==> src/design/adc_pkg.sv <==
// shared types and register map of the ADC subsystem; offsets assume a 4-bit byte-addressed APB window.
package adc_pkg;

    // one converted value and one raw serial frame.
    typedef logic [11:0] sample_t;
    typedef logic [15:0] frame_t;

    // sclk half period in clk cycles minus one.
    typedef logic [7:0] clk_div_t;

    typedef logic [3:0]  apb_addr_t;
    typedef logic [31:0] apb_data_t;

    localparam apb_addr_t ctrl_addr   = 4'h0;
    localparam apb_addr_t status_addr = 4'h4;
    localparam apb_addr_t data_addr   = 4'h8;

    // bits per serial frame, leading zeros included.
    localparam int frame_bits = 16;

    typedef enum logic [1:0] {
        idle,
        quiet,
        shift,
        done
    } reader_state_t;

endpackage

==> src/design/sample_if.sv <==
// one sample handshake from reader to FIFO; the source never stalls, so a low ready means a drop.
`timescale 1ns/1ps

interface sample_if;
    import adc_pkg::*;

    logic    valid;
    logic    ready;
    sample_t data;
    logic    frame_err;

    modport source (
        output valid, data, frame_err,
        input  ready
    );

    modport sink (
        input  valid, data, frame_err,
        output ready
    );

endinterface

==> src/design/adc_apb_regs.sv <==
// APB register block without wait states; a DATA read pops the FIFO in its access cycle.
`timescale 1ns/1ps

module adc_apb_regs #(
    parameter int                fifo_depth = 8,
    parameter adc_pkg::clk_div_t div_reset  = 8'd3
) (
    input  logic                         clk,
    input  logic                         rst,
    input  logic                         psel,
    input  logic                         penable,
    input  logic                         pwrite,
    input  adc_pkg::apb_addr_t           paddr,
    input  adc_pkg::apb_data_t           pwdata,
    output adc_pkg::apb_data_t           prdata,
    output logic                         pready,
    output logic                         pslverr,
    output logic                         enable,
    output adc_pkg::clk_div_t            clk_div,
    output logic                         pop,
    output logic                         overrun_clr,
    input  adc_pkg::sample_t             head_data,
    input  logic                         head_err,
    input  logic [$clog2(fifo_depth):0]  count,
    input  logic                         empty,
    input  logic                         full,
    input  logic                         overrun
);
    import adc_pkg::*;

    logic      access;
    logic      rd;
    logic      wr;
    logic      hit_ctrl;
    logic      hit_status;
    logic      hit_data;
    logic      bad_addr;
    apb_data_t ctrl_word;
    apb_data_t status_word;
    apb_data_t data_word;
    apb_data_t rdata;

    assign pready = 1'b1;

    // access phase lasts one cycle since there are no wait states.
    assign access = psel && penable;
    assign rd     = access && !pwrite;
    assign wr     = access && pwrite;

    assign hit_ctrl   = (paddr == ctrl_addr);
    assign hit_status = (paddr == status_addr);
    assign hit_data   = (paddr == data_addr);
    assign bad_addr   = !(hit_ctrl || hit_status || hit_data);

    assign ctrl_word   = {16'b0, clk_div, 7'b0, enable};
    assign status_word = {21'b0, overrun, full, empty, 8'(count)};
    assign data_word   = {15'b0, head_err, 4'b0, head_data};

    always_comb begin
        rdata = '0;
        case (1'b1)
            hit_ctrl:   rdata = ctrl_word;
            hit_status: rdata = status_word;
            // an empty FIFO reads as zero.
            hit_data:   rdata = empty ? '0 : data_word;
            default:    rdata = '0;
        endcase
    end

    assign prdata  = rd ? rdata : '0;
    assign pslverr = access && (bad_addr || (rd && hit_data && empty));

    assign pop         = rd && hit_data && !empty;
    assign overrun_clr = wr && hit_status && pwdata[10];

    // CTRL takes effect the cycle after the access phase.
    always_ff @(posedge clk) begin
        if (rst) begin
            enable  <= 1'b0;
            clk_div <= div_reset;
        end else if (wr && hit_ctrl) begin
            enable  <= pwdata[0];
            clk_div <= pwdata[15:8];
        end
    end

    assert property (@(posedge clk) disable iff (rst) penable |-> psel);

endmodule

==> src/design/adc_serial_reader.sv <==
// AD7476A-style frame reader; clk_div 0 gives sclk at clk/2, cs stays high two sclk periods between frames.
`timescale 1ns/1ps

module adc_serial_reader (
    input  logic              clk,
    input  logic              rst,
    input  logic              enable,
    input  adc_pkg::clk_div_t clk_div,
    input  logic              data_in,
    output logic              cs,
    output logic              sclk,
    sample_if.source          smp
);
    import adc_pkg::*;

    reader_state_t state;
    clk_div_t      div_q;
    clk_div_t      hcnt;
    logic [4:0]    bcnt;
    logic          half_end;
    logic          rise;
    logic          rise_q;
    logic          frame_end;
    logic          din_q;
    frame_t        shreg;

    assign half_end = (hcnt == '0);

    // sclk is about to go high at the end of this cycle.
    assign rise = (state == shift) && half_end && (bcnt != '0) && !sclk;

    // bcnt counts half periods left in the current phase.
    always_ff @(posedge clk) begin
        if (rst) begin
            state     <= idle;
            cs        <= 1'b1;
            sclk      <= 1'b0;
            div_q     <= '0;
            hcnt      <= '0;
            bcnt      <= '0;
            rise_q    <= 1'b0;
            frame_end <= 1'b0;
            smp.valid <= 1'b0;
        end else begin
            rise_q    <= rise;
            frame_end <= 1'b0;
            smp.valid <= frame_end;
            case (state)
                idle: begin
                    if (enable) begin
                        // divider is latched once per frame.
                        div_q <= clk_div;
                        hcnt  <= clk_div;
                        bcnt  <= 5'd1;
                        state <= quiet;
                    end
                end
                quiet: begin
                    if (!half_end) begin
                        hcnt <= hcnt - 1'b1;
                    end else if (bcnt != '0) begin
                        hcnt <= div_q;
                        bcnt <= bcnt - 1'b1;
                    end else begin
                        hcnt  <= div_q;
                        bcnt  <= 5'(2 * frame_bits - 1);
                        cs    <= 1'b0;
                        state <= shift;
                    end
                end
                shift: begin
                    if (!half_end) begin
                        hcnt <= hcnt - 1'b1;
                    end else if (bcnt != '0) begin
                        hcnt <= div_q;
                        bcnt <= bcnt - 1'b1;
                        sclk <= ~sclk;
                    end else begin
                        // last high half ends here.
                        hcnt      <= div_q;
                        bcnt      <= 5'd1;
                        sclk      <= 1'b0;
                        cs        <= 1'b1;
                        frame_end <= 1'b1;
                        state     <= done;
                    end
                end
                done: begin
                    if (!half_end) begin
                        hcnt <= hcnt - 1'b1;
                    end else if (bcnt != '0) begin
                        hcnt <= div_q;
                        bcnt <= bcnt - 1'b1;
                    end else if (enable) begin
                        div_q <= clk_div;
                        hcnt  <= clk_div;
                        bcnt  <= 5'd1;
                        state <= quiet;
                    end else begin
                        state <= idle;
                    end
                end
                default: state <= idle;
            endcase
        end
    end

    // data_in is registered once and shifted in on the first high cycle of sclk.
    always_ff @(posedge clk) begin
        din_q <= data_in;
        if (rise_q) begin
            shreg <= {shreg[frame_bits-2:0], din_q};
        end
        if (frame_end) begin
            smp.data      <= shreg[$bits(sample_t)-1:0];
            smp.frame_err <= |shreg[frame_bits-1:$bits(sample_t)];
        end
    end

    // chip select holds steady for the whole shift window.
    assert property (@(posedge clk) disable iff (rst)
        (state == shift && $past(state) == shift) |-> $stable(cs));

    assert property (@(posedge clk) disable iff (rst)
        smp.valid |=> !smp.valid);

endmodule

==> src/design/adc_subsystem_top.sv <==
// single-clock ADC subsystem; APB never waits and the serial pins connect straight to the converter.
`timescale 1ns/1ps

module adc_subsystem_top #(
    parameter int                fifo_depth = 8,
    parameter adc_pkg::clk_div_t div_reset  = 8'd3
) (
    input  logic               clk,
    input  logic               rst,
    input  logic               psel,
    input  logic               penable,
    input  logic               pwrite,
    input  adc_pkg::apb_addr_t paddr,
    input  adc_pkg::apb_data_t pwdata,
    output adc_pkg::apb_data_t prdata,
    output logic               pready,
    output logic               pslverr,
    output logic               cs,
    output logic               sclk,
    input  logic               data_in
);
    import adc_pkg::*;

    logic                        enable;
    clk_div_t                    clk_div;
    logic                        pop;
    logic                        overrun_clr;
    sample_t                     head_data;
    logic                        head_err;
    logic [$clog2(fifo_depth):0] count;
    logic                        empty;
    logic                        full;
    logic                        overrun;

    sample_if smp_if ();

    adc_apb_regs #(
        .fifo_depth (fifo_depth),
        .div_reset  (div_reset)
    ) u_regs (
        .clk         (clk),
        .rst         (rst),
        .psel        (psel),
        .penable     (penable),
        .pwrite      (pwrite),
        .paddr       (paddr),
        .pwdata      (pwdata),
        .prdata      (prdata),
        .pready      (pready),
        .pslverr     (pslverr),
        .enable      (enable),
        .clk_div     (clk_div),
        .pop         (pop),
        .overrun_clr (overrun_clr),
        .head_data   (head_data),
        .head_err    (head_err),
        .count       (count),
        .empty       (empty),
        .full        (full),
        .overrun     (overrun)
    );

    adc_serial_reader u_reader (
        .clk     (clk),
        .rst     (rst),
        .enable  (enable),
        .clk_div (clk_div),
        .data_in (data_in),
        .cs      (cs),
        .sclk    (sclk),
        .smp     (smp_if.source)
    );

    sample_fifo #(
        .fifo_depth (fifo_depth)
    ) u_fifo (
        .clk         (clk),
        .rst         (rst),
        .smp         (smp_if.sink),
        .pop         (pop),
        .head_data   (head_data),
        .head_err    (head_err),
        .count       (count),
        .empty       (empty),
        .full        (full),
        .overrun     (overrun),
        .overrun_clr (overrun_clr)
    );

endmodule

==> src/design/sample_fifo.sv <==
// show-ahead sample FIFO; fifo_depth must be a power of two, at least 2; drops set a sticky overrun.
`timescale 1ns/1ps

module sample_fifo #(
    parameter int fifo_depth = 8
) (
    input  logic                         clk,
    input  logic                         rst,
    sample_if.sink                       smp,
    input  logic                         pop,
    output adc_pkg::sample_t             head_data,
    output logic                         head_err,
    output logic [$clog2(fifo_depth):0]  count,
    output logic                         empty,
    output logic                         full,
    output logic                         overrun,
    input  logic                         overrun_clr
);
    import adc_pkg::*;

    localparam int aw = $clog2(fifo_depth);
    localparam int cw = aw + 1;

    sample_t         mem_data [fifo_depth];
    logic            mem_err  [fifo_depth];
    logic [aw-1:0]   wptr;
    logic [aw-1:0]   rptr;
    logic            push;
    logic            do_pop;

    assign full      = (count == cw'(fifo_depth));
    assign empty     = (count == '0);
    assign smp.ready = ~full;
    assign push      = smp.valid && smp.ready;
    assign do_pop    = pop && !empty;

    assign head_data = mem_data[rptr];
    assign head_err  = mem_err[rptr];

    always_ff @(posedge clk) begin
        if (push) begin
            mem_data[wptr] <= smp.data;
            mem_err[wptr]  <= smp.frame_err;
        end
    end

    always_ff @(posedge clk) begin
        if (rst) begin
            wptr    <= '0;
            rptr    <= '0;
            count   <= '0;
            overrun <= 1'b0;
        end else begin
            if (push) wptr <= wptr + 1'b1;
            if (do_pop) rptr <= rptr + 1'b1;
            case ({push, do_pop})
                2'b10:   count <= count + 1'b1;
                2'b01:   count <= count - 1'b1;
                default: count <= count;
            endcase
            // a drop in the same cycle as a clear wins.
            if (smp.valid && !smp.ready) overrun <= 1'b1;
            else if (overrun_clr) overrun <= 1'b0;
        end
    end

    assert property (@(posedge clk) disable iff (rst) pop |-> !empty);

endmodule

==> config.mk <==
export PLATFORM = sky130hd
export DESIGN_NAME = adc_subsystem_top
export DESIGN_NICKNAME = d
export VERILOG_FILES = /design/src/design/adc_pkg.sv /design/src/design/sample_if.sv /design/src/design/adc_apb_regs.sv /design/src/design/adc_serial_reader.sv /design/src/design/adc_subsystem_top.sv /design/src/design/sample_fifo.sv
export SDC_FILE = /design/constraint.sdc
export NUM_CORES = 1
export LEC_CHECK = 0
export BUFFER_PORTS_ARGS = -buffer_cell sky130_fd_sc_hd__buf_2
export CORE_UTILIZATION = 60
export CTS_CLUSTER_SIZE = 10
export DETAILED_ROUTE_END_ITERATION = 12
export PLACE_DENSITY = 0.84
export SYNTH_ARGS = -nofsm -noshare
export SYNTH_HDL_FRONTEND = slang
export SYNTH_SLANG_ARGS = --single-unit
==> constraint.sdc <==
create_clock -name clk -period 5.8 [get_ports clk]
set_clock_uncertainty 0.15 [all_clocks]
set_input_delay 0.87 -clock clk [delete_from_list [all_inputs] [get_ports clk]]
set_output_delay 0.87 -clock clk [all_outputs]
set_load 0.02 [all_outputs]
==> impl_summary.txt <==
----------------------------------------------------
[Detailed routing]
  Via density ... 6.17
  Routed WL ... 16.1 mm
  Number of search-and-repair iterations in the first detailed-routing pass ... 5
  Detailed-route wire length per cell ... 20.6 um
  Antenna violation net count after detailed routing ... 0
  Routed vias ... 4,822
  DRC violations left ... 0
  Initial detailed-routing violation count ... 469

[Power and ir drop]
  Power density over cell area ... between 300 and 400 nW/um2
  Worst vdd ir ... 0.206 mV
  Standby leakage power ... 2.98 nW
  Post-layout total power ... 2.70 mW

[Synthesis]
  Number of different library cells in the post-synthesis netlist ... 66
  Number of synthesized flops with an enable pin ... about 130
  Gate count after technology mapping ... 564
  Sequential share of the synthesized area ... 0.633
  Predominant post-synthesis flop cell ... sky130_fd_sc_hd__edfxtp_1
  Synth warn ... 0
  Summed instance area of the synthesized netlist ... 7960 um2
  Syn avg cell area ... 14.1 um2
  Share of flip-flops with an asynchronous set or reset ... 0
  Number of storage elements in the synthesis netlist ... about 190

[Worst hold path]
  Kind of path behind the tightest hold check ... reg2reg

[Critical path]
  Buffering stage count on the worst path with inverters included ... 1
  Critical path's top delay family ... flip-flops
  Category of the worst setup path launch point ... register
  Data required time of the critical path ... 4.78 ns
  Slowest stage cell, crit path ... sky130_fd_sc_hd__dfxtp_1
  Arrival @ worst endpoint ... 2.76 ns
  Worst Setup End Kind ... output pin
  Biggest fanout along the worst timing path ... 23
  Ordered list of cells on the worst path ... mux4_2, mux2_2, a21oi_1, nor2_1, buf_2
  Crit-path max cell delay ... 1.16 ns
  Critical path type ... reg2out

[Flow run]
  Max-cap check violation count ... 0

[Die]
  Site row count ... a little over 40
  Placeable Area ... 12,800 um2
  Die H ... between 100 and 150 um
  IO Count ... just under 80
  Die Wd ... between 100 and 150 um
  Area enclosed by the die boundary ... 13,700 um2
  Effective utilization at floorplan ... 0.623

[STA]
  Max-slew headroom at the worst pin ... 0.158
  Measured slew at the worst slew-check pin ... roughly 1.3 ns
  Crit path setup slack, layout ... around 2.0 ns
  RSZ-0062 raised after global routing ... no
  Final setup violation count ... 0
  Setup Total Neg Slack ... 0 ns
  Highest achievable clock rate ... 265 MHz
  Final count of hold timing violations ... 0
  Post-layout min period ... approximately 3.8 ns
  Number of max-slew violations in the final report ... 0
  Share of the cycle needed by the critical path after routing ... 0.651

[GRT]
  GRT Util Overall ... 0.250
  Global-route wire length before repair ... 24.6 mm
  Pin count of the biggest net entering global routing ... 32
  Initial antenna violation count ... 0
  Number of global-route vias before repair ... about 4,600
  Congestion Overflow GR ... 0

[Clocking]
  Post-CTS Hold Buffers ... 0
  Clk buf depth ... 2
  TritonCTS clock tree ... built
  Count of cells resized by post-cts repair ... 0
  CTS buffer count ... 17
  CTS H-tree lvls ... 4
  Clock Pin Slew Worst Setup and Hold Paths ... 0.06 ns
  Total clock sinks ... 185
  Buffer cell driving the clock tree root ... sky130_fd_sc_hd__clkbuf_16
  Clock network latency to the later pin of the worst-skew pair ... ~0.43 ns
  Buffers inserted by post-CTS timing repair ... 0

[Place]
  Placement Setup Slack ... 2.07 ns
  Port bufs ... 38
  Detail Placement HPWL ... 9.87 mm
  Last weighted congestion value of the routability-driven placer ... 0.843
  Post-detailed-placement cell area ... 8250 um2

[Run status]
  Outcome ... complete, no violations

[Cells and area]
  Share of final-layout standard cells stronger than drive strength 1 ... 0.202
  Post-route cell area ... 8780 um2
  Number of nets in the layout ... 653
  Diodes inserted ... 0
  Final core utilization ... 0.688
  Synthesis-to-finish area growth ... 10.4%

----------------------------------------------------
synth_stat cells (3+ instances only):
cell,n,area (um2)
sky130_fd_sc_hd__nand2b_1,8,50.1
sky130_fd_sc_hd__ha_1,13,163
sky130_fd_sc_hd__a21oi_1,25,125
sky130_fd_sc_hd__a21o_1,3,22.5
sky130_fd_sc_hd__o2bb2ai_1,4,35.0
sky130_fd_sc_hd__buf_4,18,135
sky130_fd_sc_hd__a31oi_1,3,18.8
sky130_fd_sc_hd__nor2b_1,4,25.0
sky130_fd_sc_hd__buf_2,7,35.0
sky130_fd_sc_hd__o22ai_1,4,25.0
sky130_fd_sc_hd__and2_1,4,25.0
sky130_fd_sc_hd__a2111oi_0,6,52.6
sky130_fd_sc_hd__a211oi_1,5,37.5
sky130_fd_sc_hd__or4_1,5,37.5
sky130_fd_sc_hd__edfxtp_1,133,3990
sky130_fd_sc_hd__or3_1,6,37.5
sky130_fd_sc_hd__nor2_1,30,113
sky130_fd_sc_hd__mux2_2,5,56.3
sky130_fd_sc_hd__or4b_1,3,30.0
sky130_fd_sc_hd__mux4_2,26,586
sky130_fd_sc_hd__xor2_1,8,70.1
sky130_fd_sc_hd__nand4_1,4,25.0
sky130_fd_sc_hd__nand2_1,37,139
sky130_fd_sc_hd__nand3_1,7,35.0
sky130_fd_sc_hd__nor4_1,3,18.8
sky130_fd_sc_hd__mux2i_1,32,320
sky130_fd_sc_hd__nor3_1,11,55.1
sky130_fd_sc_hd__dfxtp_1,52,1040
sky130_fd_sc_hd__or2_2,3,18.8
sky130_fd_sc_hd__buf_1,3,11.3
sky130_fd_sc_hd__inv_1,11,41.3
sky130_fd_sc_hd__nor3b_1,3,22.5
sky130_fd_sc_hd__o211ai_1,4,30.0
sky130_fd_sc_hd__o21ai_1,4,20.0
sky130_fd_sc_hd__o21ai_0,17,85.1
sky130_fd_sc_hd__clkbuf_1,15,56.3
cell type report:
| cell class | instances | area (um2) |
|---|---|---|
| clock inverter | 13 | 108 |
| tap | 172 | 215 |
| fill | 825 | 3990 |
| inverter | 12 | 45.0 |
| clock buffer | 17 | 425 |
| sequential | 185 | 5040 |
| timing repair buffer | 46 | 250 |
| multi-input combinational | 336 | 2700 |
routing by layer:
metal / global-route usage / up-vias / routed length, um
li1: - / 2192 / -
met1: 0.313 / 2382 / 6450
met2: 0.409 / 207 / 8320
met3: 0.0592 / 41 / 834
met4: 0.128 / 0 / 455
met5: 0 / - / 0
path summary, 6_finish.rpt:
check | from | to | slack, ns | cells past startpoint
setup / recovery | register | prdata[8] | 2.02 | 5
hold / removal | u_reader.din_q | u_reader.shreg[0] | 0.27 | 0
setup reg to reg | u_fifo.count[1] | u_fifo.count[2] | 2.41 | 10
hold reg to reg | u_reader.din_q | u_reader.shreg[0] | 0.27 | 0
power by group:
group	switching (mW)	internal (mW)	leakage [nW]	total (mW)
Combinational	0.141	0.0693	1.12	0.210
Sequential	0.0156	1.42	1.61	1.43
Clock	0.473	0.581	0.252	1.05
cells by family after synthesis:
family	share of synthesized area
flops	0.633
buf+inv	0.0376
other cells	0.000944
fa+ha+maj	0.0204
compound gates	0.0814
xor+xnor	0.00990
simple gates	0.0962
mux	0.121
sequential cells by signal, summed over array words and instances (netlist names), 2 cells and up, named ones only:
register           count
u_fifo.count           4
u_fifo.mem_data       96
u_fifo.mem_err         8
u_fifo.rptr            3
u_fifo.wptr            3
u_reader.bcnt          5
u_reader.div_q         8
u_reader.hcnt          8
u_reader.shreg        16
u_reader.smp.data     12
u_reader.state         2
u_regs.clk_div         8
per-stage QoR:
step	instances	hold WS [ns]
floorplan	578	0.236
global placement	751	0.253
detailed placement	751	0.251
CTS	781	0.266
global route	781	0.286
finish	781	0.268
cells in the final DEF (no fill, tap or decap), types with 13 or more instances in the layout:
cell,count
sky130_fd_sc_hd__o21ai_0,17
sky130_fd_sc_hd__a21oi_1,25
sky130_fd_sc_hd__clkbuf_16,17
sky130_fd_sc_hd__nor2_1,30
sky130_fd_sc_hd__nand2_1,37
sky130_fd_sc_hd__ha_1,13
sky130_fd_sc_hd__dfxtp_1,51
sky130_fd_sc_hd__mux4_2,26
sky130_fd_sc_hd__conb_1,16
sky130_fd_sc_hd__edfxtp_1,133
sky130_fd_sc_hd__mux2i_1,32
sky130_fd_sc_hd__buf_2,38
worst reg2reg max path: stages, from the launching register on:
cell and delay [ns]:
sky130_fd_sc_hd__dfxtp_1 0.39, sky130_fd_sc_hd__or4_1 0.62, sky130_fd_sc_hd__nand4_1 0.62, sky130_fd_sc_hd__inv_1 0.16, sky130_fd_sc_hd__ha_1 0.33, sky130_fd_sc_hd__xor2_1 0.17, sky130_fd_sc_hd__ha_1 0.18, sky130_fd_sc_hd__a21oi_1 0.15
sky130_fd_sc_hd__xor2_1 0.09, sky130_fd_sc_hd__or3_1 0.31, sky130_fd_sc_hd__a21oi_1 0.14
No activity file was read; power rests on OpenSTA's default activity.
